==> src/addressMap_defs.svh <==
`ifndef ADDRESSMAP_DEFS_SVH
`define ADDRESSMAP_DEFS_SVH

// ==========================================================================
// Bus and data widths
// ==========================================================================

`define BUS_ADDR_WIDTH          13
`define BUS_DATA_WIDTH          32
`define BUF_INDEX_WIDTH         8
`define WORD_LEN_WIDTH          5
`define FRAME_LEN_WIDTH         16
`define THRESH_WIDTH            7

// ==========================================================================
// Register region, 0x000 to 0x0FF
// ==========================================================================

`define FRAMER_SPACE            13'h000
`define FRAMER_REGION_MASK      13'h1F00
`define FRAMER_CONTROL          13'h000
`define FRAMER_SYNCWORD         13'h004
`define FRAMER_SYNCWORD_MASK    13'h008
`define FRAMER_STATUS           13'h00C

// ==========================================================================
// Frame buffer window, read only
// ==========================================================================

// One word per 4 bytes, so 256 words fill 0x400 to 0x7FF.
`define FRAME_BUF_BASE          13'h400
`define FRAME_BUF_MASK          13'h1C00
`define FRAME_BUF_DEPTH         256

`endif
==> src/framerPkg.sv <==
`include "addressMap_defs.svh"

package framerPkg;

    typedef logic [`BUS_ADDR_WIDTH-1:0]         busAddr;
    typedef logic [`BUS_DATA_WIDTH-1:0]         busData;
    typedef logic [`BUF_INDEX_WIDTH-1:0]        bufIndex;
    typedef logic [`WORD_LEN_WIDTH-1:0]         wordLen;
    typedef logic [`FRAME_LEN_WIDTH-1:0]        frameLen;
    typedef logic signed [`THRESH_WIDTH-1:0]    threshold;

    // Host programmed framing setup.
    typedef struct packed {
        wordLen     bitsPerWord;
        frameLen    wordsPerFrame;
        busData     syncwordMask;
        busData     syncword;
        threshold   syncThreshold;
    } framerCfg;

    // Correlator output, all fields registered together.
    typedef struct packed {
        logic       bitTick;
        logic       hit;
        busData     shiftReg;
    } corrStatus;

    typedef struct packed {
        logic       en;
        bufIndex    index;
        busData     data;
    } bufWrite;

    typedef enum logic [1:0] {
        searching,
        locked,
        verifying
    } syncState;

endpackage

==> src/syncCorrelator.sv <==
`timescale 1ns/1ns

module syncCorrelator
    import framerPkg::*;
(
    input  logic        busClk,
    input  logic        rst,
    input  logic        dataBit,
    input  logic        bitStrobe,
    input  framerCfg    cfg,
    output corrStatus   corr
);

    busData         shifted;
    busData         diff;
    logic [5:0]     mismatches;
    logic           match;

    // The newest bit enters at bit 0.
    assign shifted = {corr.shiftReg[$bits(busData)-2:0], dataBit};

    // Only bits inside the mask can count as errors.
    assign diff = (shifted ^ cfg.syncword) & cfg.syncwordMask;

    always_comb begin
        mismatches = '0;
        for (int i = 0; i < $bits(busData); i++) begin
            mismatches = mismatches + 6'(diff[i]);
        end
    end

    // A negative threshold disables detection.
    assign match = !cfg.syncThreshold[$bits(threshold)-1] &&
                   (mismatches <= cfg.syncThreshold[5:0]);

    // ======================================================================
    // Output register
    // ======================================================================

    always_ff @(posedge busClk) begin
        if (rst) begin
            corr <= '0;
        end else begin
            corr.bitTick <= bitStrobe;
            if (bitStrobe) begin
                corr.shiftReg <= shifted;
                corr.hit      <= match;
            end else begin
                corr.hit <= 1'b0;
            end
        end
    end

endmodule

==> config.mk <==
export PLATFORM = sky130hd
export DESIGN_NAME = syncCorrelator
export DESIGN_NICKNAME = d
export VERILOG_FILES = /design/src/framerPkg.sv /design/src/syncCorrelator.sv
export VERILOG_INCLUDE_DIRS = /design/src
export SDC_FILE = /design/constraint.sdc
export NUM_CORES = 1
export LEC_CHECK = 0
export BUFFER_PORTS_ARGS = -buffer_cell sky130_fd_sc_hd__clkbuf_2
export CAP_MARGIN = 20
export CORE_ASPECT_RATIO = 2
export CORE_MARGIN = 2
export CORE_UTILIZATION = 47
export CTS_BUF_LIST = sky130_fd_sc_hd__clkbuf_8
export CTS_CLUSTER_DIAMETER = 30
export DETAILED_ROUTE_END_ITERATION = 10
export GPL_ROUTABILITY_DRIVEN = 0
export GPL_TIMING_DRIVEN = 0
export PLACE_DENSITY = 0.87
export SLEW_MARGIN = 20
export SYNTH_ARGS = -nofsm -noshare
export SYNTH_HDL_FRONTEND = slang
export SYNTH_SLANG_ARGS = --single-unit
==> constraint.sdc <==
create_clock -name busClk -period 8 [get_ports busClk]
set_input_delay 0.8 -clock busClk [delete_from_list [all_inputs] [get_ports busClk]]
set_output_delay 0.8 -clock busClk [all_outputs]
set_load 0.005 [all_outputs]
---- Word level (Yosys, flattened, before mapping) ----
Cells that the tools add are included.
cells by class
  $add $sub $neg .......................... 31
  magnitude comparators ................... 1
  bitwise operators ....................... 3
  reduce and logical (&&, ||, !) cells .... 3
operators with widths
  kind                                    count
  6-bit by 1-bit adder with 6-bit output  26
  32-bit AND                              1
  32-bit bitwise XOR                      1
  5-bit by 1-bit adder with 6-bit output  1
  6-bit less-or-equal comparator          1
  4-bit by 1-bit adder with 5-bit output  1
  3-bit by 1-bit adder with 4-bit output  1
  2-bit by 1-bit adder with 3-bit output  1
  1-bit by 1-bit adder with 2-bit output  1
  2-bit OR reduction                      1
  1-bit logical AND                       1
  1-bit zero test                         1
  1-bit NOT                               1
word-level totals
  bits in registers ....................... 34
  bits of input ports ..................... 96
  output and inout port bits .............. 34
  logic and storage cells ................. 41

---- Depth between registers and ports, before layout ----
Gate-level depths: netlist of run 1.
  depth in word-level cells ............... 35
  depth in mapped cells ................... 22
  gate-level depth less buffers ........... 22

---- Worst setup path after synthesis of run 1 ----
OpenSTA, ideal clock, no wires.
  path kind ............................... in2reg
  start point ............................. in cfg[12] (netlist bit)
  end point ............................... reg corr[32] (netlist bit)
  setup time .............................. 0.123 ns
  arrival ................................. 5.786 ns
  required time ........................... 7.877 ns
  slack ................................... 2.091 ns
  stages .................................. 21
  path buffers ............................ 0
  cell sequence ........................... xor2_1 -> and2_1 -> fa_1 -> inv_1 -> fa_1 -> inv_1 -> fa_1 -> fa_1 -> fa_1 -> fa_1 -> ha_1 -> inv_1 -> fa_1 -> inv_1 -> a21o_1 -> a21oi_1 -> xnor2_1 -> ha_1 -> nand4_1 -> o2111ai_1 -> o21ai_1
on the way
  longest elaborated chain between the ends .. 31
RTL lines
  what                                                  RTL line              source
  start: declaration                                    syncCorrelator.sv:10  input framerCfg cfg,
  32-bit bitwise XOR                                    syncCorrelator.sv:23  assign diff = (shifted ^ cfg.syncword) & cfg.syncwordMask;
  32-bit AND                                            syncCorrelator.sv:23
  5-bit by 1-bit adder with 6-bit output                syncCorrelator.sv:28  mismatches = mismatches + 6'(diff[i]);
  6-bit by 1-bit adder with 6-bit output (26 in a row)  syncCorrelator.sv:28
  6-bit less-or-equal comparator                        syncCorrelator.sv:34  (mismatches <= cfg.syncThreshold[5:0]);
  1-bit logical AND                                     syncCorrelator.sv:33  assign match = !cfg.syncThreshold[$bits(threshold)-1] &&
  end: declaration                                      syncCorrelator.sv:11  output corrStatus corr
No other way between the ends.
A chain may end at the register's enable or synchronous reset.

---- Final worst setup path of run 1 ----
Ends and elaborated chain as after synthesis.

==> results of run 1 <==
-- worst max-delay path, cell delays in order --
cell and delay [ps]:
clkbuf_2 80, xor2_1 130, and2_1 200, fa_1 550, inv_1 50, fa_1 480, inv_1 60, fa_1 500
fa_1 520, fa_1 560, fa_1 560, ha_1 170, inv_1 60, fa_1 400, inv_1 70, a21o_1 100
a21oi_1 70, xnor2_1 140, ha_1 290, nand4_1 120, o2111ai_1 230, o21ai_1 80
-- kinds of logic (layout without fill, tap and decap cells) --
group / Yosys count / count (layout)
simple gates: 71 / 71
mux: 32 / 32
flops: 34 / 34
fa+ha+maj: 37 / 37
compound gates: 10 / 10
buf+inv: 43 / 157
xor+xnor: 35 / 35
-- how the worst max path moves through the flow --
stage                           to  startpoint  cells after the start  slack [ps]
after floorplan           corr[32]     cfg[12]                     21        2090
after global placement    corr[32]     cfg[12]                     22        1750
after detailed placement  corr[32]     cfg[12]                     22        1660
after CTS                 corr[32]     cfg[12]                     22        1930
after global routing      corr[32]     cfg[12]                     22        1790
final                     corr[32]     cfg[12]                     22        1960
-- per-layer routing --
metal	vias up	part of all wire, %
met2	61	61
met5	-	0
met4	0	3.8
li1	1032	-
met3	16	4.2
met1	949	31
-- report_power, final --
part	switching (W)	leakage [nW]	internal, W	total (W)
registers	0.00000127	0.274	0.000172	0.000173
logic	0.000251	1.53	0.000234	0.000486
clock network	0.0000597	0.0575	0.0000869	0.000147
total	0.000312	1.87	0.000493	0.000805
-- cell type report --
| cell class | instances | area (µm²) |
|---|---|---|
| Fill cell | 477 | 1950 |
| Multi-Input combinational cell | 185 | 1670 |
| Sequential cell | 34 | 681 |
| Timing Repair Buffer | 106 | 531 |
| Inverter | 35 | 131 |
| Clock buffer | 8 | 110 |
| Tap cell | 58 | 72.6 |
| Buffer | 8 | 46.3 |
-- Yosys cell counts, drive strengths merged --
master	n	area, µm²
xor2	32	280
ha	13	163
o2111ai	1	8.76
mux2i	32	320
fa	24	480
buf	5	35.0
a21oi	4	20.0
clkbuf	3	11.3
o21ai	2	10.0
nor2b	1	13.8
inv	35	131
nand4	1	6.26
a21o	3	22.5
nand2	14	52.6
and2	20	125
dfxtp	34	681
nand3	2	10.0
nor2	32	120
xnor2	3	26.3
and2b	1	7.51
-- placed cells by master, fill, tap and decap left out --
cell and n:
fa_1 24, a21oi_1 4, nand2_1 14, o2111ai_1 1
inv_1 35, nand4_1 1, o21ai_1 1, xnor2_1 3
xor2_1 32, clkbuf_1 3, nor2_1 32, nand3_1 2
dfxtp_1 34, and2_1 20, clkbuf_2 106, clkbuf_8 8
mux2i_1 32, and2b_1 1, buf_4 4, o21ai_0 1
buf_2 1, ha_1 13, nor2b_4 1, a21o_1 3
-- stage by stage --
| step | hold WS, ps | utilization, % | instance area [µm²] |
|---|---|---|---|
| 2_1_floorplan | 485 | - | 2520 |
| 3_3_place_gp | 475 | 60.3 | 3130 |
| 3_5_place_dp | 494 | 60.3 | 3130 |
| 4_1_cts | 510 | 62.5 | 3240 |
| 5_1_grt | 537 | 62.5 | 3240 |
| 6_report | 502 | 62.5 | 3240 |
==> impl_results.md, run 1 <==
* CTS sink cnt at 34
* Met3 usage at 2.76%
* Biggest register: corr
* Total Power at 0.000805 W
* Post-synthesis xor/xnor area fraction at 12.1%
* Final Cycle Share at 75.5%
* First-pass GRT wire length at 9160 µm
* Yosys warns at 0
* Clk_lat worst skew at 280 ps
* Vias in the first global route at 2142
* Worst Path Class, Setup: primary input to register
* Lkg Pwr at 1.87 nW
* Reg2reg end: corr[32]
* Final hold vios at 0
* R2r setup slk at 2180 ps
* IO Count at 130
* Finish-stage setup viols at 0
* Placed cells at 426
* Hold Crit Start: corr[31]
* GR Overflow Total at 0
* Hold EP: corr[31]
* Antenna Cells at 0
* CP endpoint kind: register
* Clock slew at reported path FFs at 60 ps
* Final #Nets at 508
* CTS Buf Count at 5
* Routed Antenna Nets at 0
* Synthesis-to-layout area growth at 28.2%
* Mux contribution to synthesized area at 12.7%
* Synth unique cells at 22
* Clock Skew at 6.60 ps
* Arr. time, crit path at 6210 ps
* Simple-gate share of the synthesized area at 13.3%
* Layout cells sized above 1 at 31.9%
* Drt first pass iters at 4
* R2R depth at 21
* Startpoint types: primary input
* Slew HR at 71.3%
* Rows at 37
* Post-Route WL at 5580 µm
* Post-Place Worst Slack at 1660 ps
* Final Non-Filler Cells at 434
* Met1 Resource Use GR at 18.1%
* Slew @ Worst Pin at 431 ps
* Initial Util at 48.7%
* RSZ-0062 raised after global routing: no
* Max-cap violations at 0
* Adder and majority gate portion of the synthesized area at 25.5%
* Clock root cell: clkbuf_8
* Met2 Track Usage GR at 39.8%
* Reg-to-Reg Start: corr[4]
* Largest family of logic cells by synthesized area: adder cells
* Flops & latches, synth at 34
* Final WS setup at 1960 ps
* Number of flip-flops under the largest register name at 34
* CTS tree: built
* Antenna violations before repair at 0
* Sequential fraction of the synthesis area at 27.0%
* Maximum clock rate at 0.166 GHz
* Via count at 2058
* DRC at 0
* PostCTS Resize Cnt at 0
* Dpl hpwl at 4970 µm
* Max Slew Vio Count at 0
* GRT Overall Usage at 19.7%
* Largest net degree at the start of global routing at 11
* Hold WC Path Type: register to register
* Vias per cell at 4.74
* Worst hold path depth at 2
* Mapped Nets at 395
* Peak VDD IR at 0.271 mV
* Hold Buf Count CTS at 0
* Iter 0 DRT Violations at 36
* Die area at 0.00601 mm²
* Worst-path fanout max at 2
* Wire per inst at 12.9 µm
* CP required at 8170 ps
* GRT busiest layer: met2
* Post-Syn Area at 0.00252 mm²
* IO buf count at 106
* Synth Area per Inst at 9.64 µm²
* Fin Setup TNS at 0 ps
* Compound-Gate Fraction of Synth Area at 2.43%
* Die Ht at 108 µm
* Post-CTS setup buffers at 0
* CTS HTree Levels at 2
* Clock buffer depth at 2
* Status: complete, no violations
* Cells after Synth at 262
* Largest regs: corr: 34 flops
* Power per Cell Area at 249 mW/mm²
* Die X at 55.8 µm
* Core area at 0.00518 mm²
* Min Tclk post-route at 6040 ps
No activity file was read; power rests on OpenSTA's default activity.
==> run 2, diff against run 1 <==
- clock period: 8 -> 5.8 ns (I/O delays scaled with it)
==> run 2 against run 1 <==
Sequential share of layout area is essentially flat; utilization grew 0.48 points; sequential cell count is the same; first-iteration DRC count shrank 11%; largest power group unchanged; clock skew is essentially flat; setup slack lost 1800 ps; final cell count grew 0.23%; clock power grew 37%; non-clock buffer count grew 1.
==> impl_results.md, run 2 (same netlist as run 1, synthesis figures left out) <==
* Status: complete, no violations
* Clock buffer depth at 2
* Initial Util at 48.7%
* Reg-to-Reg Start: corr[16]
* Post-Place Worst Slack at -324 ps
* Hold Crit Start: corr[31]
* Top layer in use: met4
* Final WS setup at 182 ps
* Finish-stage setup viols at 0
* Hold Buf Count CTS at 0
* Worst Path Class, Setup: primary input to register
* CTS HTree Levels at 2
* Wire per inst at 12.8 µm
* Maximum clock rate at 0.178 GHz
* Final #Nets at 509
* Clock root cell: clkbuf_8
* Core area at 0.00518 mm²
* Seq. cell area at 684 µm²
* Critical Path Start: cfg[12]
* CTS tree: built
* DRC at 0
* Worst-path fanout max at 2
* IO buf count at 106
* First-pass GRT wire length at 9160 µm
* Wire length on met2 at 3380 µm
* Synthesis-to-layout area growth at 29.2%
* Dpl hpwl at 4970 µm
* Max Slew Vio Count at 0
* GRT Overall Usage at 19.7%
* Vias in the first global route at 2144
* Layout fillers at 471
* Commonest non-fill, non-tap cell in the layout: clkbuf_2
* Max-cap violations at 0
* Hold WC Path Type: register to register
* Slew @ Worst Pin at 431 ps
* Routed met3 length at 233 µm
* CTS sink cnt at 34
* Largest net degree at the start of global routing at 11
* Antenna violations before repair at 0
* Iter 0 DRT Violations at 32
* Final Cycle Share at 96.9%
* CP required at 5970 ps
* GR Overflow Total at 0
* Largest regs: corr: 34 flops
* Met1 Routed Length at 1760 µm
* Min Tclk post-route at 5620 ps
* Clock slew at reported path FFs at 60 ps
* CTS Buf Count at 5
* Die X at 55.8 µm
* Final hold vios at 0
* Rows at 37
* Clock Skew at 6.37 ps
* Via count at 2064
* Slew HR at 71.3%
* Die Ht at 108 µm
* Clk_lat worst skew at 280 ps
* Leading cell types in the layout, fill and taps excluded: 106 x clkbuf_2, 35 x inv_1, 32 x xor2_1, 32 x mux2i_1, 32 x nor2_1
* Total Power at 0.00115 W
* Number of flip-flops under the largest register name at 34
* IO Count at 130
* Post-Route WL at 5590 µm
* Routed Antenna Nets at 0
* Multi-input gate area at 0.00168 mm²
* Peak VDD IR at 0.440 mV
* Drt first pass iters at 4
* Biggest register: corr
* Startpoint types: primary input
* Layout cells sized above 1 at 34.2%
* CP endpoint kind: register
* Die area at 0.00601 mm²
* Antenna Cells at 0
* Vias per cell at 4.74
* Lkg Pwr at 1.87 nW
* Power per Cell Area at 352 mW/mm²
* R2r setup slk at 200 ps
* Arr. time, crit path at 5790 ps
## run 2: what timing repair did
action,CTS,global route
gates resized for setup,1,7
pin swaps,2,3
endpoints found under the hold margin,0,0
setup endpoints to repair,1,1
buffers inserted,0,1
## run 2: metrics by stage
step | setup TNS, ps | cells | cell area [µm²] | hold WS, ps | utilization (%)
final | 0 | 435 | 3260 | 502 | 62.9
after global routing | -20.6 | 435 | 3260 | 537 | 62.9
after CTS | 0 | 434 | 3240 | 510 | 62.5
after detailed placement | -324 | 426 | 3130 | 494 | 60.3
after global placement | -234 | 426 | 3130 | 475 | 60.3
after floorplan | 0 | 262 | 2520 | 485 | -
## run 2: final timing paths
kind	endpoint	cells after the start
worst max-delay path	corr[32]	22
worst min register to register	corr[31]	2
worst min-delay path	corr[31]	2
worst max register to register	corr[32]	19
## run 2: area by class of cell
cell class | count | share of cell area, %
multi-input cells | 185 | 51.5
flip-flops and latches | 34 | 21.0
repair buffers | 107 | 16.5
inverters | 35 | 4.03
clock buffers | 8 | 3.37
well taps | 58 | 2.22
plain buffers | 8 | 1.42
## run 2: routing by layer
metal  track usage (%)  up-vias
met1              18.1      953
met4              10.7        0
met5                 0        -
met2              39.8       61
li1                  -     1034
met3              2.76       16
## run 2: power by group
group          internal (W)  total (W)  switching, W
combinational      0.000345   0.000706      0.000361
clock              0.000120   0.000202     0.0000824
sequential         0.000237   0.000239    0.00000176
## run 2: critical path, cell delays in order
cell and delay (ps):
clkbuf_2 80, xor2_1 130, and2_4 170, fa_1 540
inv_1 50, fa_1 480, inv_1 60, fa_1 480
fa_1 530, fa_2 480, fa_1 560, ha_2 180
inv_1 50, fa_2 340, inv_1 60, a21o_1 100
a21oi_1 70, xnor2_1 140, ha_1 290, nand4_1 110
o2111ai_1 220, o21ai_1 80
