### src/addressMap_defs.svh
`ifndef ADDRESSMAP_DEFS_SVH
`define ADDRESSMAP_DEFS_SVH

// ==========================================================================
// Bus and data widths
// ==========================================================================

`define BUS_ADDR_WIDTH          13
`define BUS_DATA_WIDTH          32
`define BUF_INDEX_WIDTH         8
`define WORD_LEN_WIDTH          5
`define FRAME_LEN_WIDTH         16
`define THRESH_WIDTH            7

// ==========================================================================
// Register region, 0x000 to 0x0FF
// ==========================================================================

`define FRAMER_SPACE            13'h000
`define FRAMER_REGION_MASK      13'h1F00
`define FRAMER_CONTROL          13'h000
`define FRAMER_SYNCWORD         13'h004
`define FRAMER_SYNCWORD_MASK    13'h008
`define FRAMER_STATUS           13'h00C

// ==========================================================================
// Frame buffer window, read only
// ==========================================================================

// One word per 4 bytes, so 256 words fill 0x400 to 0x7FF.
`define FRAME_BUF_BASE          13'h400
`define FRAME_BUF_MASK          13'h1C00
`define FRAME_BUF_DEPTH         256

`endif
### src/framerPkg.sv
`include "addressMap_defs.svh"

package framerPkg;

    typedef logic [`BUS_ADDR_WIDTH-1:0]         busAddr;
    typedef logic [`BUS_DATA_WIDTH-1:0]         busData;
    typedef logic [`BUF_INDEX_WIDTH-1:0]        bufIndex;
    typedef logic [`WORD_LEN_WIDTH-1:0]         wordLen;
    typedef logic [`FRAME_LEN_WIDTH-1:0]        frameLen;
    typedef logic signed [`THRESH_WIDTH-1:0]    threshold;

    // Host programmed framing setup.
    typedef struct packed {
        wordLen     bitsPerWord;
        frameLen    wordsPerFrame;
        busData     syncwordMask;
        busData     syncword;
        threshold   syncThreshold;
    } framerCfg;

    // Correlator output, all fields registered together.
    typedef struct packed {
        logic       bitTick;
        logic       hit;
        busData     shiftReg;
    } corrStatus;

    typedef struct packed {
        logic       en;
        bufIndex    index;
        busData     data;
    } bufWrite;

    typedef enum logic [1:0] {
        searching,
        locked,
        verifying
    } syncState;

endpackage

### src/framerRegs.sv
`timescale 1ns/1ns
`include "addressMap_defs.svh"

module framerRegs
    import framerPkg::*;
(
    input  logic        busClk,
    input  logic        rst,
    input  logic [3:0]  wr,
    input  logic        rd,
    input  busAddr      addr,
    input  busData      din,
    input  logic        regSel,
    input  logic        locked,
    output busData      rdData,
    output logic        rdAck,
    output framerCfg    cfg
);

    logic   regRead;

    assign regRead = rd && regSel;

    // ======================================================================
    // Byte-lane writes
    // ======================================================================

    always_ff @(posedge busClk) begin
        if (rst) begin
            cfg <= '0;
        end else if (regSel) begin
            // The control register packs its fields into separate lanes.
            if (wr[0] && addr == `FRAMER_CONTROL) begin
                cfg.bitsPerWord <= din[4:0];
            end
            if (wr[1] && addr == `FRAMER_CONTROL) begin
                cfg.syncThreshold <= din[14:8];
            end
            if (wr[2] && addr == `FRAMER_CONTROL) begin
                cfg.wordsPerFrame[7:0] <= din[23:16];
            end
            if (wr[3] && addr == `FRAMER_CONTROL) begin
                cfg.wordsPerFrame[15:8] <= din[31:24];
            end
            for (int lane = 0; lane < 4; lane++) begin
                if (wr[lane]) begin
                    case (addr)
                        `FRAMER_SYNCWORD: begin
                            cfg.syncword[lane*8 +: 8] <= din[lane*8 +: 8];
                        end
                        `FRAMER_SYNCWORD_MASK: begin
                            cfg.syncwordMask[lane*8 +: 8] <= din[lane*8 +: 8];
                        end
                        default: ;
                    endcase
                end
            end
        end
    end

    // ======================================================================
    // Registered reads
    // ======================================================================

    always_ff @(posedge busClk) begin
        if (rst) begin
            rdAck <= 1'b0;
        end else begin
            rdAck <= regRead;
        end
    end

    // Idle cycles drive zero so the top can OR the read buses.
    always_ff @(posedge busClk) begin
        rdData <= '0;
        if (regRead) begin
            case (addr)
                `FRAMER_CONTROL: begin
                    rdData <= {cfg.wordsPerFrame, 1'b0, cfg.syncThreshold,
                               3'b0, cfg.bitsPerWord};
                end
                `FRAMER_SYNCWORD:       rdData <= cfg.syncword;
                `FRAMER_SYNCWORD_MASK:  rdData <= cfg.syncwordMask;
                `FRAMER_STATUS:         rdData <= {31'b0, locked};
                default:                rdData <= '0;
            endcase
        end
    end

endmodule

### config.mk
export PLATFORM = sky130hd
export DESIGN_NAME = framerRegs
export DESIGN_NICKNAME = d
export VERILOG_FILES = /design/src/framerPkg.sv /design/src/framerRegs.sv
export VERILOG_INCLUDE_DIRS = /design/src
export SDC_FILE = /design/constraint.sdc
export NUM_CORES = 1
export LEC_CHECK = 0
export BUFFER_PORTS_ARGS = -buffer_cell sky130_fd_sc_hd__buf_2
export CORE_UTILIZATION = 50
export DETAILED_ROUTE_END_ITERATION = 8
export PLACE_DENSITY_LB_ADDON = 0.08
export SYNTH_ARGS = -nofsm -noshare
export SYNTH_HDL_FRONTEND = slang
export SYNTH_SLANG_ARGS = --single-unit
### constraint.sdc
create_clock -name busClk -period 2.55 [get_ports busClk]
set_clock_uncertainty 0.15 [all_clocks]
set_input_delay 0.255 -clock busClk [delete_from_list [all_inputs] [get_ports busClk]]
set_output_delay 0.255 -clock busClk [all_outputs]
set_load 0.01 [all_outputs]
==> After elaboration in Yosys (flattened, before gate mapping) <==
Index checks and enable logic that the tools add are counted.
Widths: inputs -> output; s select.
{ "classes": {"n_eq_ne": 3, "mux": 1, "reduce_logical": 18} }
{ "op_table": {"columns": ["cell", "count"], "rows": [
  ["$pmux 32 s4", 1],
  ["$eq 13x4->1 const B", 2],
  ["$reduce_and 3->1", 8],
  ["$eq 13x3->1 const B", 1],
  ["$logic_not 13->1", 1],
  ["$reduce_and 2->1", 4],
  ["$logic_and 1x1->1", 5]
]} }
{ "totals": {"regBits": 125, "in_bits": 54, "output_inout_bits": 125, "word_cells": 36} }

==> Logic depth before layout (Yosys ltp) <==
Gate-level depths: netlist of run 1.
{ "logic_depth": {"ltp_word": 3, "depth_mapped": 6, "depth_no_buf": 3} }

==> Least setup slack after synthesis of run 1 <==
Ideal clock, no wire load.
{ "synth_timing": {"path_type": "input to register", "from": "input addr[1]", "to": "register cfg[39] (netlist name)", "arrival_time_ps": 1624, "required_time_ps": 2281, "path_slack_ps": 657, "stages": 4, "n_path_buf": 1, "cell_sequence": "or4_4 -> or4_4 -> buf_6 -> mux2i_1"} }
{ "synth_via": {"elab_chain_cells": 2} }
{ "synth_lines": {"columns": ["element", "line", "rtl"], "rows": [
  ["start: declaration", "framerRegs.sv:11", "input busAddr addr,"],
  ["$eq 13x4->1", "framerRegs.sv:47", "case (addr)"],
  ["$reduce_and 3->1 (no line)", null, null],
  ["end: declaration", "framerRegs.sv:17", "output framerCfg cfg"]
]} }
No other way between the ends.
A chain may end at the register's enable or synchronous reset.

==> Worst setup path after layout of run 1 <==
{ "layout_timing": {"from": "input rd", "to": "register rdData[10]"} }
{ "layout_via": {"elab_chain_cells": 1} }
{ "layout_lines": {"columns": ["element", "line", "rtl"], "rows": [
  ["start: declaration", "framerRegs.sv:10", "input logic rd,"],
  ["$logic_and 1x1->1", "framerRegs.sv:22", "assign regRead = rd && regSel;"],
  ["end signal: assignment", "framerRegs.sv:79", "rdData <= {cfg.wordsPerFrame, 1'b0, cfg.syncThreshold,"],
  ["end signal: assignment", "framerRegs.sv:82", "`FRAMER_SYNCWORD: rdData <= cfg.syncword;"],
  ["end signal: assignment", "framerRegs.sv:83", "`FRAMER_SYNCWORD_MASK: rdData <= cfg.syncwordMask;"],
  ["end: declaration", "framerRegs.sv:15", "output busData rdData,"]
]} }
No other way between the ends.

==> reports/qor.yml, run 1 <==
drv_slew: 0
finalCritPeriodShare: 0.6484
die_h_um: 105.8
relSlewSlack: 0.6219
status: "finished, final reports clean"
grt_usage: 0.2615
h-tree-depth: 4
cts_tree: "yes"
fin_crit_ns: 1.653
hold_violations: 0
hold_slack_ns: 0.03481
hold_class: "in2reg"
vdd_drop_max_mv: 0.3590
cp.required_ns: 2.85
insertion_delay_ns: 0.52
syn_area_sq_um: 5389
ys_ff_latch: 125
synthCells: 502
clkTransAtPathRegs_ns: 0.06
yosysSeqAreaShare: 0.4644
cts_hold_buf: 34
die_area_sq_um: 11200
synthDistinctLibCells: 27
rsz0062_at_grt: "no"
cp-start-kind: "primary input"
pwr-share-clk: 0.516
synth_top_area_frac: 0.4644
antenna_found_initial: 2
syn2layout_area_growth_pct: 36.68
drc_errors: 0
post-place-ws_ns: 0.4738
synthesis.nets: 556
firstDrtPassIters: 4
ys_warn_count: 0
switching_power_mw: 0.9413
finalSetupViolations: 0
grt-ovfl-total: 0
leakage_nw: 3.751
cts_buffers: 17
grt_max_degree: 79
ant_nets: 0
drive_gt1_frac: 0.3246
worst_slack_ns: 0.8965
comb_power_share: 0.057
place_congestion: 0.8094
placed_area_sq_um: 6442
synth_area_leaders: "dfxtp_1 46%, mux2i_1 22%, nand2b_1 14%"
crit_path_end_kind: "register"
first_global_vias: 4552
core_area_sq_um: 10370
routedWlPerCell_um: 16.40
wirelength_mm: 14.19
std_cell_rows: 37
portBuffers: 178
synth.avg_cell_area_sq_um: 10.73
powerDensity_nw_per_um2: 621.9
die_x_um: 105.8
post_cts_resized: 0
ios: 179
num_vias: 4507
clockBufferDepth: 2
post_cts_buffers: 0
place_hpwl_mm: 9.408
seq_power_share: 0.427
postLayoutCellArea_sq_um: 7366
internal_power_mw: 3.640
cts.sinks: 125
grt_pass1_wl_mm: 22.49
worstPathArrival_ns: 1.96
drtIter0Drc: 176
power_mw: 4.581
nets: 770
max_freq_mhz: 604.8
start_util: 0.5197
synth.largest_area_cell: "dfxtp_1"
cts_root_buffer: "clkbuf_8"
tightest_slew_ns: 0.5672
critical_path_peak_fanout: 18
via_per_inst: 5.210
p_sw_frac: 0.2055
tns_ns: 0
critPathKind: "in2reg"
drv_cap: 0
-- cell usage after synthesis --
cell type  instances
nor4_4             2
a2bb2oi_1         27
and4_1             1
nor2_1            33
nor4_1             2
mux2i_1          119
nand2_1            1
nor3_1             1
buf_1              3
nand4_2            6
clkbuf_1          23
nand2b_1         124
buf_2              5
or4b_4             1
nor4_2             1
dfxtp_1          125
or4bb_1            3
and4b_1            4
or3_1              1
nor2b_1            3
nor4bb_1           5
a22oi_1            4
mux4_2             1
buf_6              1
nor4b_1            1
nand4_1            3
or4_4              2
-- layer usage --
| metal | up-vias | part of all wire | GRT usage |
|---|---|---|---|
| met5 | - | 0 | 0 |
| met4 | 0 | 0.014 | 0.1220 |
| met3 | 21 | 0.055 | 0.06122 |
| met2 | 163 | 0.49 | 0.4398 |
| met1 | 2135 | 0.44 | 0.3150 |
| li1 | 2188 | - | - |
-- area by class of cell --
type	count	area, sq um
clock inverters	8	115.1
well taps	136	170.2
multi-input cells	345	2766
repair buffers	227	1344
flip-flops and latches	125	2502
diodes	2	5.005
clock buffers	22	462.9
fillers	832	3004
-- state kept, by name (all words and copies together), names as in the netlist --
name / flops
cfg: 92
rdAck: 1
rdData: 32
-- power groups by stage --
| stage | logic [mW] | registers, mW | clock network, mW |
|---|---|---|---|
| after global placement | 0.215 | 2.00 | 0 |
| after CTS | 0.259 | 1.95 | 2.40 |
| after global routing | 0.280 | 1.95 | 2.48 |
| after detailed placement | 0.220 | 2.00 | 0 |
| after floorplan | 0.134 | 2.00 | 0 |
| final | 0.262 | 1.96 | 2.36 |
-- worst paths after layout --
path / to / slack [ns] / startpoint / cells past startpoint
max: rdData[10]$_SDFF_PN0_ / 0.90 / rd / 6
min: rdData[0]$_SDFF_PN0_ / 0.03 / locked / 3
max reg2reg: rdData[0]$_SDFF_PN0_ / 1.37 / cfg[87]$_SDFFE_PP0P_ / 2
min reg2reg: cfg[58]$_SDFFE_PP0P_ / 0.34 / cfg[58]$_SDFFE_PP0P_ / 2
-- kinds of logic (layout without fill, tap and decap cells) --
family | after synthesis | in the layout | share of synthesized area
simple gates | 194 | 194 | 0.2361
flops | 125 | 125 | 0.4644
mux | 120 | 120 | 0.2252
buf+inv | 32 | 257 | 0.02484
compound gates | 31 | 31 | 0.04946
other cells | 0 | 2 | 0
-- cell usage in the layout, fill, tap and decap left out, drive strengths merged, types with 2 or more instances in the layout --
cell	count
clkbuf	22
nand4	9
diode	2
or4	2
nor2b	3
nor2	33
and4b	4
nand2b	124
mux2i	119
clkinv	5
bufinv	3
buf	193
dlygate4sd3	34
dfxtp	125
or4bb	3
a22oi	4
nor4bb	5
a2bb2oi	27
nor4	5
-- stage by stage --
| stage | instances | util |
|---|---|---|
| finish | 865 | 0.7103 |
| global route | 863 | 0.7098 |
| CTS | 863 | 0.7098 |
| detailed placement | 799 | 0.6213 |
| global placement | 799 | 0.6213 |
| floorplan | 502 | - |
-- worst max-delay path, cell delays in order --
cell           delay (ns)
dlygate4sd3_1        0.53
buf_2                0.11
nor4bb_1             0.32
nand4_1              0.29
buf_4                0.31
nor2_1               0.13
(Power assumes the default switching activity.)
==> inputs of run 2 (changes only) <==
--- a/config.mk
+++ b/config.mk
@@ -7,7 +7,7 @@
 export NUM_CORES = 1
 export LEC_CHECK = 0
 export BUFFER_PORTS_ARGS = -buffer_cell sky130_fd_sc_hd__buf_2
-export CORE_UTILIZATION = 50
+export CORE_UTILIZATION = 46
 export DETAILED_ROUTE_END_ITERATION = 8
 export PLACE_DENSITY_LB_ADDON = 0.08
 export SYNTH_ARGS = -nofsm -noshare
==> constraint.sdc (replaced) <==
create_clock -name busClk -period 1.5 [get_ports busClk]
set_clock_uncertainty 0.15 [all_clocks]
set_input_delay 0.15 -clock busClk [delete_from_list [all_inputs] [get_ports busClk]]
set_output_delay 0.15 -clock busClk [all_outputs]
set_load 0.01 [all_outputs]
==> run 2 against run 1 <==
Die area increased by 8.5%. Cell area rose by 4.9%. Sequential power increased by 69%. First-iteration DRC count up 28%. Largest power group unchanged. Clock power up 67%. Global-route usage down 1.8 points. Clock-buffer cell count is 3 higher.
==> reports/qor.yml, run 2 (synthesized netlist as in run 1, its figures left out) <==
worstPathArrival_ns: 1.65  # -0.31 ns
worstRegToRegCells: 2  # unchanged
worstPathCellList: "buf_2 -> or4_4 -> buf_6 -> nor4_4 -> buf_12 -> mux2i_2"
place_hpwl_mm: 9.917  # +5.4%
relSlewSlack: 0.3569  # -0.2650
cp-start-kind: "primary input"
clockBufferDepth: 2  # unchanged
tightest_slew_ns: 0.9604  # +0.3932 ns
dp.cells: 832  # +4.1%
r2r-end: "rdData[0]$_SDFF_PN0_"
first_global_vias: 4444  # -2.4%
start_util: 0.4719  # -0.04772
powerDensity_nw_per_um2: 1005  # +62%
core_area_sq_um: 11420  # +10%
die_h_um: 110.2  # +4.2%
largest_register_ffs: 92  # unchanged
ios: 179  # unchanged
grt_max_degree: 81  # +2.5%
rsz0062_at_grt: "yes"
portBuffers: 178  # unchanged
cp.required_ns: 1.68  # -1.17 ns
ant_nets: 0  # unchanged
grt-ovfl-total: 0  # unchanged
num_vias: 4631  # +2.8%
hold_violations: 0  # unchanged
final_cell_mix: "178 x buf_2, 125 x dfxtp_1, 124 x nand2b_1"
nets: 796  # +3.4%
leakage_nw: 3.933  # +4.9%
antenna_found_initial: 1  # -1
crit_start: "addr[4]"
rr_startpoint: "cfg[39]$_SDFFE_PP0P_"
postLayoutCellArea_sq_um: 7730  # +4.9%
placed_area_sq_um: 6790  # +5.4%
wirelength_mm: 14.83  # +4.6%
max_freq_mhz: 677.9
grt_pass1_wl_mm: 22.34  # -0.64%
drv_slew: 0  # unchanged
place_congestion: 0.8189  # +1.2%
std_cell_rows: 39  # +5.4%
syn2layout_area_growth_pct: 43.44
crit_path_end_kind: "register"
via_per_inst: 5.151  # -1.1%
status: "finished, final reports clean"
regMostFlops: "cfg"
routedWlPerCell_um: 16.50  # +0.61%
cpMaxStageDelayCell: "or4_4"
stdcell_count: 899  # +3.9%
fin_crit_ns: 1.475
cp-endpoint: "cfg[61]$_SDFFE_PP0P_"
vdd_drop_max_mv: 0.5798  # +61%
drv_cap: 0  # unchanged
hold_class: "in2reg"
power_mw: 7.767  # +70%
h-tree-depth: 4  # unchanged
drtIter0Drc: 226  # +28%
drive_gt1_frac: 0.3550  # +0.03035
firstDrtPassIters: 5  # +1
reg.largest.list: "cfg x92, rdData x32, rdAck x1"
cts_buffers: 17  # unchanged
finalSetupViolations: 0  # unchanged
finalCritPeriodShare: 0.9834
cts.sinks: 125  # unchanged
cts_tree: "yes"
die_area_sq_um: 12150  # +8.5%
die_x_um: 110.2  # +4.2%
drc_errors: 0  # unchanged
critical_path_peak_fanout: 8  # -10
critPathKind: "in2reg"
insertion_delay_ns: 0.40  # -0.12 ns
r2r_setup_slack_ns: 0.33  # -1.04 ns
cts_root_buffer: "clkbuf_16"
max_stage_delay_ns: 0.55  # +0.02 ns
layout_commonest_cell: "buf_2"
clkTransAtPathRegs_ns: 0.05  # about the same
post_cts_buffers: 0  # unchanged
grt_usage: 0.2436  # -0.01787
-- run 2: cell types whose count changed in the layout (fill, tap and decap cells not counted), moves of 2 or more --
| cell | delta |
|---|---|
| buf_12 | +9 |
| buf_4 | +14 |
| buf_6 | +3 |
| clkbuf_1 | +4 |
| clkbuf_8 | -2 |
| nor2_1 | -2 |
| nor2_2 | +2 |
| nor4bb_1 | -2 |
| nor4bb_4 | +2 |
| or4bb_1 | -2 |
| or4bb_4 | +2 |
-- run 2: cell type report --
cell class                      count  area, sq um
Antenna cell                        1        2.502
Sequential cell                   125         2502
Clock inverter                      7        87.58
Fill cell                         928         3689
Clock buffer                       25        475.5
Timing Repair Buffer              252         1653
Tap cell                          143        178.9
Multi-Input combinational cell    346         2830
-- run 2: metal layers --
| layer | global-route usage | part of all wire |
|---|---|---|
| met5 | 0 | 0 |
| met4 | 0.09117 | 0.013 |
| met3 | 0.05291 | 0.054 |
| met2 | 0.4022 | 0.48 |
| met1 | 0.3114 | 0.46 |
-- run 2: worst min-delay path by stage --
stage,from,end,slack (ns),cells past startpoint
after CTS,regSel,rdAck$_SDFF_PP0_,0.01,4
final,regSel,rdAck$_SDFF_PP0_,0.03,4
after global placement,rd,rdAck$_SDFF_PP0_,0.25,3
after detailed placement,rd,rdAck$_SDFF_PP0_,0.25,3
after global routing,regSel,rdAck$_SDFF_PP0_,0.05,4
after floorplan,rd,rdAck$_SDFF_PP0_,0.11,2
-- run 2: repair_timing --
action,CTS,global route
setup endpoints to repair,0,31
gates resized for setup,0,8
hold buffers,33,0
hold endpoints to repair,93,0
-- run 2: report_power, final --
group          internal, mW  switching (mW)
logic                 0.277           0.233
registers              3.32        0.000276
clock network          2.52            1.41
-- run 2: per-stage QoR --
stage	util	hold WS (ns)	setup TNS, ns	setup slack (ns)
after floorplan	-	0.1138	-5.275	-0.2341
after global placement	0.5947	0.2472	-24.23	-0.3363
after detailed placement	0.5947	0.2513	-25.62	-0.3794
after CTS	0.6729	0.01149	0	0.02149
after global routing	0.6770	0.04834	-0.001702	-0.001348
final	0.6770	0.02555	0	0.02494
-- run 2: critical path: cells and delay by family --
family | cells | cell delay (ns)
muxes | 1 | 0.22
and+or+nand+nor | 2 | 0.83
buffers and inverters | 3 | 0.44
