<file path="config.mk">
export PLATFORM = sky130hd
export DESIGN_NAME = frameSync
export DESIGN_NICKNAME = d
export VERILOG_FILES = /design/src/framerPkg.sv /design/src/frameSync.sv
export VERILOG_INCLUDE_DIRS = /design/src
export SDC_FILE = /design/constraint.sdc
export NUM_CORES = 1
export LEC_CHECK = 0
export ABC_AREA = 1
export CORE_MARGIN = 3
export CORE_UTILIZATION = 68
export DETAILED_ROUTE_END_ITERATION = 7
export DONT_BUFFER_PORTS = 1
export PLACE_DENSITY = 0.84
export SETUP_SLACK_MARGIN = 0.1
export SKIP_CTS_REPAIR_TIMING = 1
export SYNTH_ARGS = -nofsm -noshare
export SYNTH_HDL_FRONTEND = slang
export SYNTH_SLANG_ARGS = --single-unit
</file>
<file path="constraint.sdc">
create_clock -name busClk -period 7.65 [get_ports busClk]
set_input_delay 1.53 -clock busClk [delete_from_list [all_inputs] [get_ports busClk]]
set_output_delay 1.53 -clock busClk [all_outputs]
set_load 0.01 [all_outputs]
</file>
<file path="src/addressMap_defs.svh">
`ifndef ADDRESSMAP_DEFS_SVH
`define ADDRESSMAP_DEFS_SVH

// ==========================================================================
// Bus and data widths
// ==========================================================================

`define BUS_ADDR_WIDTH          13
`define BUS_DATA_WIDTH          32
`define BUF_INDEX_WIDTH         8
`define WORD_LEN_WIDTH          5
`define FRAME_LEN_WIDTH         16
`define THRESH_WIDTH            7

// ==========================================================================
// Register region, 0x000 to 0x0FF
// ==========================================================================

`define FRAMER_SPACE            13'h000
`define FRAMER_REGION_MASK      13'h1F00
`define FRAMER_CONTROL          13'h000
`define FRAMER_SYNCWORD         13'h004
`define FRAMER_SYNCWORD_MASK    13'h008
`define FRAMER_STATUS           13'h00C

// ==========================================================================
// Frame buffer window, read only
// ==========================================================================

// One word per 4 bytes, so 256 words fill 0x400 to 0x7FF.
`define FRAME_BUF_BASE          13'h400
`define FRAME_BUF_MASK          13'h1C00
`define FRAME_BUF_DEPTH         256

`endif
</file>
<file path="src/framerPkg.sv">
`include "addressMap_defs.svh"

package framerPkg;

    typedef logic [`BUS_ADDR_WIDTH-1:0]         busAddr;
    typedef logic [`BUS_DATA_WIDTH-1:0]         busData;
    typedef logic [`BUF_INDEX_WIDTH-1:0]        bufIndex;
    typedef logic [`WORD_LEN_WIDTH-1:0]         wordLen;
    typedef logic [`FRAME_LEN_WIDTH-1:0]        frameLen;
    typedef logic signed [`THRESH_WIDTH-1:0]    threshold;

    // Host programmed framing setup.
    typedef struct packed {
        wordLen     bitsPerWord;
        frameLen    wordsPerFrame;
        busData     syncwordMask;
        busData     syncword;
        threshold   syncThreshold;
    } framerCfg;

    // Correlator output, all fields registered together.
    typedef struct packed {
        logic       bitTick;
        logic       hit;
        busData     shiftReg;
    } corrStatus;

    typedef struct packed {
        logic       en;
        bufIndex    index;
        busData     data;
    } bufWrite;

    typedef enum logic [1:0] {
        searching,
        locked,
        verifying
    } syncState;

endpackage

</file>
<file path="src/frameSync.sv">
`timescale 1ns/1ns

module frameSync
    import framerPkg::*;
(
    input  logic        busClk,
    input  logic        rst,
    input  framerCfg    cfg,
    input  corrStatus   corr,
    output bufWrite     wrReq,
    output logic        locked
);

    syncState       state;
    logic [5:0]     bitCount;
    logic [5:0]     verifyCount;
    logic [5:0]     wordBits;
    frameLen        wordCount;
    busData         wordMask;
    logic           wordDone;
    logic           frameDone;
    logic           wrEn;
    bufIndex        wrIndex;
    busData         wrData;

    // A word length of zero means a full 32-bit word.
    assign wordBits  = (cfg.bitsPerWord == '0) ? 6'd32 : {1'b0, cfg.bitsPerWord};
    assign wordMask  = ~({$bits(busData){1'b1}} << wordBits);
    assign wordDone  = corr.bitTick && (bitCount + 6'd1 == wordBits);
    assign frameDone = ({1'b0, wordCount} + 17'd1) >= {1'b0, cfg.wordsPerFrame};

    assign locked = (state != searching);
    assign wrReq  = '{en: wrEn, index: wrIndex, data: wrData};

    // ======================================================================
    // Search, lock and verify
    // ======================================================================

    always_ff @(posedge busClk) begin
        if (rst) begin
            state       <= searching;
            bitCount    <= '0;
            verifyCount <= '0;
            wordCount   <= '0;
            wrEn        <= 1'b0;
        end else begin
            wrEn <= 1'b0;
            case (state)
                searching: begin
                    if (corr.hit) begin
                        state     <= framerPkg::locked;
                        bitCount  <= '0;
                        wordCount <= '0;
                    end
                end
                framerPkg::locked: begin
                    if (wordDone) begin
                        bitCount  <= '0;
                        wordCount <= wordCount + 1'b1;
                        wrEn      <= 1'b1;
                        if (frameDone) begin
                            state       <= verifying;
                            verifyCount <= '0;
                        end
                    end else if (corr.bitTick) begin
                        bitCount <= bitCount + 1'b1;
                    end
                end
                verifying: begin
                    // The next sync word must end exactly 32 bits later.
                    if (corr.bitTick) begin
                        if (verifyCount == 6'd31) begin
                            if (corr.hit) begin
                                state     <= framerPkg::locked;
                                bitCount  <= '0;
                                wordCount <= '0;
                            end else begin
                                state <= searching;
                            end
                        end else begin
                            verifyCount <= verifyCount + 1'b1;
                        end
                    end
                end
                default: state <= searching;
            endcase
        end
    end

    always_ff @(posedge busClk) begin
        if (wordDone && state == framerPkg::locked) begin
            wrIndex <= bufIndex'(wordCount);
            wrData  <= corr.shiftReg & wordMask;
        end
    end

endmodule

</file>
# Word-level counts from Yosys, hierarchy flattened
# Cells that the tools add are included.
# Widths: inputs -> output; s select.
[totals]
out_inout_bits = 42
reg_bits = 71
word_cells = 64
[op_classes]
n_shift = 1
n_bitwise = 3
n_reduce_logical = 12
mux = 25
order_cmp = 1
addsub = 4
eq_ne = 11
[op_table]
columns = ["op", "count"]
rows = [
  ["$mux 16", 4],
  ["$mux 6", 10],
  ["$pmux 16 s3", 1],
  ["$and 32x32->32", 1],
  ["$not 32->32", 1],
  ["$shl 32x6->32 const A", 1],
  ["$pmux 6 s3", 1],
  ["$add 16x1->17 const B", 1],
  ["$ge 17x16->1", 1],
  ["$add 16x1->16 const B", 1],
  ["$add 6x1->6 const B", 2],
  ["$ne 2x2->1 const B", 6],
  ["$pmux 6 s2", 1],
  ["$mux 2", 5],
  ["$reduce_and 5->1", 2],
  ["$reduce_and 4->1", 2],
  ["$eq 6x5->1 const B", 1],
  ["$eq 6x6->1", 1],
  ["$pmux 2 s3", 1],
  ["$logic_not 5->1", 1],
  ["$reduce_bool 2->1", 2],
  ["$ne 3x3->1 const B", 1],
  ["$reduce_bool 3->1", 1],
  ["$eq 2x1->1 const B", 1],
  ["other kinds (6)", 8],
]

# Longest topological paths before layout
# Gate-level depths: netlist (run 1).
[logic_depth]
word_depth = 6
ltp_mapped = 22
depth_no_buf = 22

# Least setup slack after synthesis (run 1)
# OpenSTA, ideal clock, no wires.
[synth_timing]
path_kind = "input to register"
from = "input port cfg[87] (netlist name)"
to = "register wrData[0] (enable)"
arrival_ns = 3.066
cell_stages = 7
n_path_buf = 0
slack_ns = 4.187
path_cell_list = "nor2_2 nand2_2 nor2_1 nand3_1 nand2_2 nand4_1 inv_1"
[synth_via]
elab_chain_len = 5
[synth_rtl]
columns = ["element", "line_no", "source"]
rows = [
  ["start, declared", "frameSync.sv:8", "input framerCfg cfg,"],
  ["$logic_not 5->1", "frameSync.sv:27", "assign wordBits = (cfg.bitsPerWord == '0) ? 6'd32 : {1'b0, cfg.bitsPerWord};"],
  ["$mux 6 (*)", "frameSync.sv:27", ""],
  ["$eq 6x6->1 (*)", "frameSync.sv:29", "assign wordDone = corr.bitTick && (bitCount + 6'd1 == wordBits);"],
  ["$logic_and 1x1->1 (*)", "frameSync.sv:29", ""],
  ["$logic_and 1x1->1 (*)", "frameSync.sv:91", "if (wordDone && state == framerPkg::locked) begin"],
  ["end signal, assigned", "frameSync.sv:93", "wrData <= corr.shiftReg & wordMask;"],
  ["end, declared", "frameSync.sv:24", "busData wrData;"],
]
# Mark *: on every way between the ends. The rest lies on a longest branch, timed or not.
# A chain may end at the register's enable or synchronous reset.

# Worst setup path after layout (run 1)
[layout_timing]
from = "input port cfg[87] (netlist name)"
to = "register wrData[20] (enable)"
# Same word-level chain as after synthesis.

==> results of run 1 <==
Yosys cell counts:
| cell | n | area, um^2 |
|---|---|---|
| buf_6 | 2 | 22.5 |
| a31oi_1 | 1 | 6.26 |
| nor2_1 | 47 | 176 |
| ha_1 | 19 | 238 |
| nand3_2 | 2 | 20.0 |
| or2_2 | 2 | 12.5 |
| nand4_1 | 7 | 43.8 |
| dfxtp_1 | 31 | 621 |
| inv_1 | 73 | 274 |
| mux2i_1 | 1 | 10.0 |
| o21ai_0 | 22 | 110 |
| nand2_2 | 8 | 50.1 |
| o21a_1 | 5 | 37.5 |
| edfxtp_1 | 40 | 1200 |
| nand3_1 | 39 | 195 |
| buf_2 | 1 | 5.00 |
| o211ai_1 | 2 | 15.0 |
| clkbuf_1 | 6 | 22.5 |
| inv_2 | 3 | 11.3 |
| o31ai_1 | 1 | 7.51 |
| buf_4 | 3 | 22.5 |
| nor3_1 | 2 | 10.0 |
| nor2_4 | 3 | 33.8 |
| nand3b_1 | 4 | 30.0 |
| xor2_1 | 10 | 87.6 |
| a21oi_1 | 26 | 130 |
| clkinv_1 | 1 | 3.75 |
| o21ai_1 | 6 | 30.0 |
| xnor2_1 | 4 | 35.0 |
| nand2_1 | 101 | 379 |
| nor2_2 | 9 | 56.3 |
| a21boi_0 | 2 | 15.0 |
final cells by class:
class	count	share of cell area [%]
clock buffers	9	2.99
clock inverters	7	1.75
inverters	77	6.98
multi-input cells	323	41.8
flip-flops and latches	71	44.0
well taps	70	2.12
repair buffers	2	0.363
routing by layer:
metal / routed length, um / track usage [%]
met4: 291 / 14.3
met1: 3290 / 31.4
met3: 1010 / 9.43
met2: 4220 / 46.7
met5: 0 / 0
flip-flops by register name, summed over array words and instances (netlist names):
register and count:
wrIndex 8, wrData 32, wordCount 16, state 2, bitCount 6, wrEn 1, verifyCount 6
how the worst min path moves through the flow:
stage	slack, ns	cells after the start	to	start
detailed placement	0.48	2	wordCount[11]$_SDFFE_PP0P_	wordCount[11]$_SDFFE_PP0P_
finish	0.49	2	wordCount[11]$_SDFFE_PP0P_	wordCount[11]$_SDFFE_PP0P_
global placement	0.47	2	wordCount[11]$_SDFFE_PP0P_	wordCount[11]$_SDFFE_PP0P_
global route	0.51	2	wordCount[11]$_SDFFE_PP0P_	wordCount[11]$_SDFFE_PP0P_
floorplan	0.45	2	verifyCount[3]$_SDFFE_PP0P_	verifyCount[3]$_SDFFE_PP0P_
CTS	0.49	2	wordCount[11]$_SDFFE_PP0P_	wordCount[11]$_SDFFE_PP0P_
critical path: stages:
cell and delay (ns):
nor2_2 0.21, nand2_2 0.11, nor2_1 0.11, nand3_1 0.09, nand2_2 0.09, nand4_1 0.21
inv_1 0.45, buf_4 0.47
through the flow:
stage | utilization (%) | cells | worst slack, ns | power (mW)
6_report | 77.6 | 559 | 4.37 | 0.936
2_1_floorplan | - | 483 | 4.19 | 0.621
3_3_place_gp | 73.9 | 543 | 4.14 | 0.634
5_1_grt | 77.6 | 559 | 3.97 | 0.988
3_5_place_dp | 73.9 | 543 | 4.07 | 0.648
4_1_cts | 77.6 | 559 | 4.39 | 0.939
kinds of logic (layout without fill, tap and decap cells):
kind of cell / Yosys count / after routing / synth area share (%)
fa+ha+maj: 19 / 19 / 6.08
mux: 1 / 1 / 0.256
flops: 71 / 71 / 46.6
xor+xnor: 14 / 14 / 3.13
compound gates: 65 / 65 / 8.99
buf+inv: 89 / 95 / 9.24
simple gates: 224 / 224 / 25.7
report_power, final:
part | leakage, nW | total (mW) | switching (mW) | internal (mW)
sequential | 0.632 | 0.450 | 0.0243 | 0.425
clock | 0.0956 | 0.294 | 0.143 | 0.151
combinational | 1.10 | 0.193 | 0.129 | 0.0638
total | 1.83 | 0.936 | 0.296 | 0.640
==> flow_metrics.env, run 1 <==
export IMPL_cts_max_level=3
export IMPL_avgSynthCellArea_um2=8.10
export IMPL_final_max_slew_viol_count=0
export IMPL_p_leak_nw=1.83
export IMPL_min_path_type="register to register"
export IMPL_seq_area_frac_synth_pct=46.6
export IMPL_finalSetupTns_ns=0
export IMPL_clockBufferDepth=2
export IMPL_placed_area_um2=3940
export IMPL_endpoint_kind="register"
export IMPL_drc=0
export IMPL_finalHoldViolCount=0
export IMPL_dieArea_um2=6700
export IMPL_finalWirelength_mm=8.81
export IMPL_gp_congestion=0.860
export IMPL_grt_ovfl_total=0
export IMPL_multi_input_area_um2=1730
export IMPL_fin_nets=631
export IMPL_outcome="completed"
export IMPL_wl_per_cell_um=15.8
export IMPL_cp_required_ns=7.65
export IMPL_syn_inst=483
export IMPL_ioPinCount=170
export IMPL_numCtsBuffers=9
export IMPL_synth_warnings=0
export IMPL_start_util_pct=73.3
export IMPL_clock_fmax_mhz=305
export IMPL_routed_via_density=5.75
export IMPL_cts_tree="built"
export IMPL_worst_pin_slew_ns=0.589
export IMPL_drtAntennaViolNets=0
export IMPL_drv_cap=0
export IMPL_final_common_cell="nand2_1"
export IMPL_antenna_found_initial=0
export IMPL_hpwl_mm=6.76
export IMPL_fillerInstances=386
export IMPL_timing_rr_start="wordCount[0]$_SDFFE_PP0P_"
export IMPL_n_antenna_cell=0
export IMPL_grt_pass1_vias=2978
export IMPL_slew_headroom_pct=60.5
export IMPL_post_route_period_util_pct=42.9
export IMPL_rows=26
export IMPL_postLayoutCellArea_um2=4140
export IMPL_layout_common_cells="nand2_1 (101), inv_1 (73), nor2_1 (47)"
export IMPL_skew_ns=0.0113
export IMPL_root_buffer="clkbuf_8"
export IMPL_syn_num_nets=630
export IMPL_grt_max_degree=33
export IMPL_regArea_um2=1820
export IMPL_die_y_um=81.9
export IMPL_path_clk_slew_ns=0.07
export IMPL_grt_first_pass_wirelength_mm=14.1
export IMPL_ys_ff_latch=71
export IMPL_arrival_ns=3.28
export IMPL_io_buffers=0
export IMPL_reg2reg_slack_ns=4.38
export IMPL_cp_endpoint="wrData[20]$_DFFE_PP_"
export IMPL_coreArea_um2=5340
export IMPL_start_kind="input pin"
export IMPL_reg2reg_depth=20
export IMPL_grt_usage_pct=27.8
export IMPL_syn2layout_area_growth_pct=5.79
export IMPL_finalSetupViolations=0
export IMPL_netlist_area_um2=3910
export IMPL_first_iter_violations=233
export IMPL_crit_fanout=32
export IMPL_startpoint="cfg[87]"
export IMPL_drive_gt1_share_pct=9.20
export IMPL_ir_worst_vdd_mv=0.137
export IMPL_powerDensity_nw_per_um2=226
export IMPL_clk_latency_ns=0.35
export IMPL_clock_sinks=71
export IMPL_vias=3214
export IMPL_whs_ns=0.486
export IMPL_dr_pass1_iters=5
export IMPL_critical_path_class="input pin to register"
export IMPL_rr_endpoint="state[0]$_SDFFE_PP0P_"
export IMPL_synth_cell_type_count=32
export IMPL_fin_crit_ns=3.28
export IMPL_die_w_um=81.9
export IMPL_rsz0062_at_grt="no"
Note: power is estimated with default switching activity, not from simulation.
==> run 2: changes to the inputs <==
- ABC_AREA: 1 -> 0
- CORE_UTILIZATION: 68 -> 64
- PLACE_DENSITY: 0.84 -> 0.8
- clock period: 7.65 -> 3.1 ns (I/O delays scaled with it)
==> flow_metrics.env, run 2 <==
export IMPL_outcome="completed"
export IMPL_endpoint_kind="register"
export IMPL_layout_common_cells="edfxtp_1 (40), nand2_1 (34), dfxtp_1 (26)"
export IMPL_powerDensity_nw_per_um2=468
export IMPL_grt_max_degree=41
export IMPL_numCtsBuffers=9
export IMPL_min_path_type="input pin to register"
export IMPL_whs_ns=0.323
export IMPL_grt_usage_pct=26.6
export IMPL_slowest_delay_ns=0.39
export IMPL_grt_first_pass_wirelength_mm=14.8
export IMPL_finalSetupViolations=0
export IMPL_finalWirelength_mm=9.54
export IMPL_gp_congestion=0.845
export IMPL_routed_via_density=6.46
export IMPL_dp_slack_ns=0.111
export IMPL_largest_reg_flops=32
export IMPL_synth_warnings=0
export IMPL_clockBufferDepth=2
export IMPL_arrival_ns=3.20
export IMPL_cts_tree="built"
export IMPL_ioPinCount=170
export IMPL_netlist_area_um2=3920
export IMPL_instances_no_fill=480
export IMPL_skew_ns=0.00389
export IMPL_cp_slowest_cell="dfxtp_4"
export IMPL_synth_edf_count=40
export IMPL_clk_latency_ns=0.35
export IMPL_cp_top_family="simple AND/OR/NAND/NOR gates"
export IMPL_clock_fmax_mhz=343
export IMPL_rows=27
export IMPL_grt_pass1_vias=2964
export IMPL_hpwl_mm=6.66
export IMPL_fin_crit_ns=2.92
export IMPL_syn_num_nets=542
export IMPL_worst_pin_slew_ns=0.928
export IMPL_avgSynthCellArea_um2=9.91
export IMPL_largest_register="wrData"
export IMPL_crit_path_cell_trace="nand4_1 > nor2_2 > nand3_2 > nor2_2 > xor2_1 > ha_1 > buf_4 > nand3_2 > nor2_1 > o31a_1 > a211oi_2 > buf_4 > buf_4 > or3_1 > a21oi_1"
export IMPL_synthFlopType="edfxtp_1"
export IMPL_vias=3102
export IMPL_ys_top_cells_by_count="edfxtp_1 (40), nand2_1 (34), dfxtp_1 (31)"
export IMPL_finalHoldViolCount=0
export IMPL_start_util_pct=68.6
export IMPL_wl_per_cell_um=19.9
export IMPL_grt_ovfl_total=0
export IMPL_drtAntennaViolNets=0
export IMPL_post_route_util_pct=75.9
export IMPL_p_leak_nw=1.71
export IMPL_crit_buf_inv=3
export IMPL_final_max_slew_viol_count=0
export IMPL_path_clk_slew_ns=0.08
export IMPL_slew_headroom_pct=37.9
export IMPL_antenna_found_initial=1
export IMPL_post_route_period_util_pct=94.1
export IMPL_coreArea_um2=5710
export IMPL_root_buffer="clkbuf_8"
export IMPL_drive_gt1_share_pct=16.0
export IMPL_seq_area_frac_synth_pct=46.5
export IMPL_synth_cell_type_count=56
export IMPL_top_regs="wrData: 32 flops, wordCount: 16 flops, wrIndex: 8 flops"
export IMPL_synth_top_cell_by_area="edfxtp_1"
export IMPL_first_iter_violations=238
export IMPL_synth_top_area_share_pct=30.7
export IMPL_start_kind="register"
export IMPL_cpMostUsedCell="buf_4"
export IMPL_cts_max_level=3
export IMPL_critical_path_class="register to register"
export IMPL_io_buffers=0
export IMPL_ir_worst_vdd_mv=0.316
export IMPL_fin_nets=549
export IMPL_dieArea_um2=7090
export IMPL_die_y_um=84.2
export IMPL_cp_required_ns=3.39
export IMPL_die_w_um=84.2
export IMPL_drc=0
export IMPL_yosys_top_cells_area="edfxtp_1 (31%), dfxtp_1 (16%), ha_1 (6.1%)"
export IMPL_synth_most_common_cell="edfxtp_1"
export IMPL_final_common_cell="edfxtp_1"
export IMPL_placed_cells=459
export IMPL_async_reset_ff_share_pct=0
export IMPL_syn_inst=395
export IMPL_syn2layout_area_growth_pct=10.6
export IMPL_final_setup_worst_slack_ns=0.184
export IMPL_clock_sinks=71
export IMPL_drv_cap=0
export IMPL_dr_pass1_iters=4
export IMPL_power_mw=2.03
export IMPL_ys_ff_latch=71
export IMPL_crit_fanout=8
run 2: cell count changes after synthesis, sizes merged, moves of 12 or more:
cell and delta:
nand2 -74, inv -54, nor2 -42, nand3 -18, a21boi +14, a21o +12
run 2: kinds of logic (layout without fill, tap and decap cells):
| family | Yosys count | in the layout | synth area share (%) |
|---|---|---|---|
| and+or+nand+nor | 138 | 138 | 19.1 |
| AOI/OAI and AO/OA | 110 | 110 | 19.8 |
| adders and majority gates | 19 | 19 | 6.07 |
| xor gates and xnor gates | 15 | 15 | 3.74 |
| muxes | 1 | 1 | 0.256 |
| other | 0 | 1 | 0 |
| DFF | 71 | 71 | 46.5 |
| buffers and inverters | 41 | 53 | 4.44 |
run 2: path summary, 6_finish.rpt:
| check | start | to | slack (ns) | cells past startpoint |
|---|---|---|---|---|
| worst max-delay path | wordCount[6]$_SDFFE_PP0P_ | state[1]$_SDFFE_PP0P_ | 0.18 | 15 |
| worst min-delay path | rst | wordCount[0]$_SDFFE_PP0P_ | 0.32 | 1 |
| worst max register to register | wordCount[6]$_SDFFE_PP0P_ | state[1]$_SDFFE_PP0P_ | 0.18 | 15 |
| worst min register to register | bitCount[1]$_SDFFE_PP0P_ | bitCount[1]$_SDFFE_PP0P_ | 0.50 | 2 |
run 2: metrics by stage:
step	cell area, um^2	TNS, ns
after CTS	4210	0
final	4330	0
after detailed placement	4010	0
after global routing	4330	-0.0233
after global placement	4010	0
after floorplan	3920	0
run 2: routing by layer:
layer	global-route usage [%]	part of all wire, %	vias up	wire length [um]
met2	42.6	47	149	4490
li1	-	-	1465	-
met3	6.77	9.9	18	944
met5	0	0	-	0
met4	10.7	1.8	0	176
met1	34.5	41	1470	3930
run 2: where the power goes:
group	total, mW	leakage, nW	internal (mW)	switching (mW)
Sequential	1.02	0.624	1.00	0.0179
Combinational	0.240	0.988	0.0982	0.142
Clock	0.764	0.0940	0.381	0.384
run 2: cell type report:
cell class	instances	area, um^2
Fill cell	383	1380
Antenna cell	1	2.50
Timing Repair Buffer	15	125
Clock buffer	9	124
Multi-Input combinational cell	283	2000
Clock inverter	7	81.3
Sequential cell	71	1830
Tap cell	72	90.1
Inverter	22	82.6
==> run 3: changes to the inputs <==
- CORE_UTILIZATION: 64 -> 57
- PLACE_DENSITY: 0.8 -> 0.75
- clock period: 3.1 -> 2.6 ns (I/O delays scaled with it)
==> flow_metrics.env, run 3 (synthesis gave the netlist of run 2 again) <==
export IMPL_outcome="finished with violations"
export IMPL_failed_checks="setup timing"
export IMPL_cts_tree="built"
export IMPL_vias=3037
export IMPL_syn2layout_area_growth_pct=14.3
export IMPL_antenna_found_initial=1
export IMPL_first_iter_violations=196
export IMPL_io_buffers=0
export IMPL_grt_max_degree=41
export IMPL_timing_rr_start="wordCount[8]$_SDFFE_PP0P_"
export IMPL_dr_pass1_iters=6
export IMPL_final_common_cell="edfxtp_1"
export IMPL_largest_reg_flops=32
export IMPL_final_setup_worst_slack_ns=-0.285
export IMPL_skew_ns=0.00226
export IMPL_min_path_type="input pin to register"
export IMPL_path_clk_slew_ns=0.07
export IMPL_cp_required_ns=2.86
export IMPL_fin_nets=560
export IMPL_critical_path_class="register to register"
export IMPL_placed_area_um2=4130
export IMPL_slew_headroom_pct=41.2
export IMPL_gp_congestion=0.837
export IMPL_finalHoldViolCount=0
export IMPL_numCtsBuffers=9
export IMPL_hpwl_mm=6.43
export IMPL_layout_common_cells="edfxtp_1 (40), nand2_1 (34), buf_4 (25)"
export IMPL_fillerInstances=475
export IMPL_hold_path_startpoint="rst"
export IMPL_startpoint="wordCount[8]$_SDFFE_PP0P_"
export IMPL_rsz0062_at_grt="yes"
export IMPL_drv_cap=0
export IMPL_grt_ovfl_total=0
export IMPL_post_route_period_util_pct=111
export IMPL_clockBufferDepth=2
export IMPL_clock_sinks=71
export IMPL_top_regs="wrData: 32 flops, wordCount: 16 flops, wrIndex: 8 flops"
export IMPL_final_max_slew_viol_count=0
export IMPL_fin_crit_ns=2.89
export IMPL_p_leak_nw=1.76
export IMPL_largest_register="wrData"
export IMPL_powerDensity_nw_per_um2=537
export IMPL_clk_latency_ns=0.35
export IMPL_ir_worst_vdd_mv=0.274
export IMPL_grt_usage_pct=23.0
export IMPL_dieArea_um2=7900
export IMPL_drc=0
export IMPL_grt_first_pass_wirelength_mm=13.7
export IMPL_die_y_um=88.9
export IMPL_coreArea_um2=6490
export IMPL_rows=29
export IMPL_die_w_um=88.9
export IMPL_crit_fanout=5
export IMPL_endpoint_kind="register"
export IMPL_arrival_ns=3.15
export IMPL_drtAntennaViolNets=0
export IMPL_post_route_util_pct=68.9
export IMPL_cts_max_level=3
export IMPL_ioPinCount=170
export IMPL_clock_fmax_mhz=347
export IMPL_wl_per_cell_um=18.1
export IMPL_grt_pass1_vias=2717
export IMPL_finalWirelength_mm=9.00
export IMPL_finalSetupViolations=8
export IMPL_worst_pin_slew_ns=0.878
export IMPL_drive_gt1_share_pct=20.8
export IMPL_root_buffer="clkbuf_8"
export IMPL_routed_via_density=6.11
export IMPL_start_util_pct=60.3
export IMPL_postLayoutCellArea_um2=4470
export IMPL_start_kind="register"
run 3: per-layer routing:
metal	track usage [%]	wire [um]	up-vias
li1	-	-	1496
met1	31.0	3870	1427
met2	33.9	4170	98
met3	9.50	823	16
met4	6.87	133	0
met5	0	0	-
run 3: stage by stage:
| step | setup WS, ns | TNS (ns) | total power, mW | std cells | hold WS [ns] |
|---|---|---|---|---|---|
| 3_5_place_dp | -0.264 | -1.52 | 1.50 | 471 | 0.470 |
| 2_1_floorplan | 0.0647 | 0 | 1.47 | 395 | 0.407 |
| 6_report | -0.285 | -1.70 | 2.40 | 497 | 0.227 |
| 5_1_grt | -0.398 | -2.61 | 2.50 | 497 | 0.207 |
| 4_1_cts | -0.353 | -2.11 | 2.39 | 487 | 0.216 |
| 3_3_place_gp | -0.127 | -0.539 | 1.50 | 471 | 0.463 |
run 3: layout make-up:
class | instances | area (um^2) | share of cell area [%]
antenna | 2 | 5.00 | 0.112
clock buffer | 11 | 141 | 3.16
clock inverter | 5 | 57.6 | 1.29
inverter | 22 | 86.3 | 1.93
multi-input combinational | 283 | 2050 | 45.7
sequential | 71 | 1830 | 41.0
tap | 77 | 96.3 | 2.15
timing repair buffer | 26 | 208 | 4.64
run 3: critical path, stage by stage (launching register included):
cell and delay, ns:
dfxtp_2 0.34, nand4_1 0.24, nor2_2 0.24, nand3_2 0.13
nor2_2 0.14, xor2_1 0.20, ha_1 0.28, a21o_1 0.18
a211oi_2 0.21, o211ai_1 0.16, a211oi_2 0.19, buf_4 0.17
nor3_4 0.06, a311oi_1 0.27
run 3: worst paths after layout:
kind,depth (start not counted),slack [ns],endpoint
hold reg to reg,2,0.49,bitCount[1]$_SDFFE_PP0P_
setup reg to reg,13,-0.29,verifyCount[3]$_SDFFE_PP0P_
hold / removal,1,0.23,verifyCount[4]$_SDFFE_PP0P_
setup / recovery,13,-0.29,verifyCount[3]$_SDFFE_PP0P_
run 3: power breakdown:
group | leakage [nW] | internal (mW) | switching, mW
clock network | 0.103 | 0.469 | 0.419
logic | 1.03 | 0.122 | 0.173
registers | 0.626 | 1.20 | 0.0217
total | 1.76 | 1.79 | 0.614
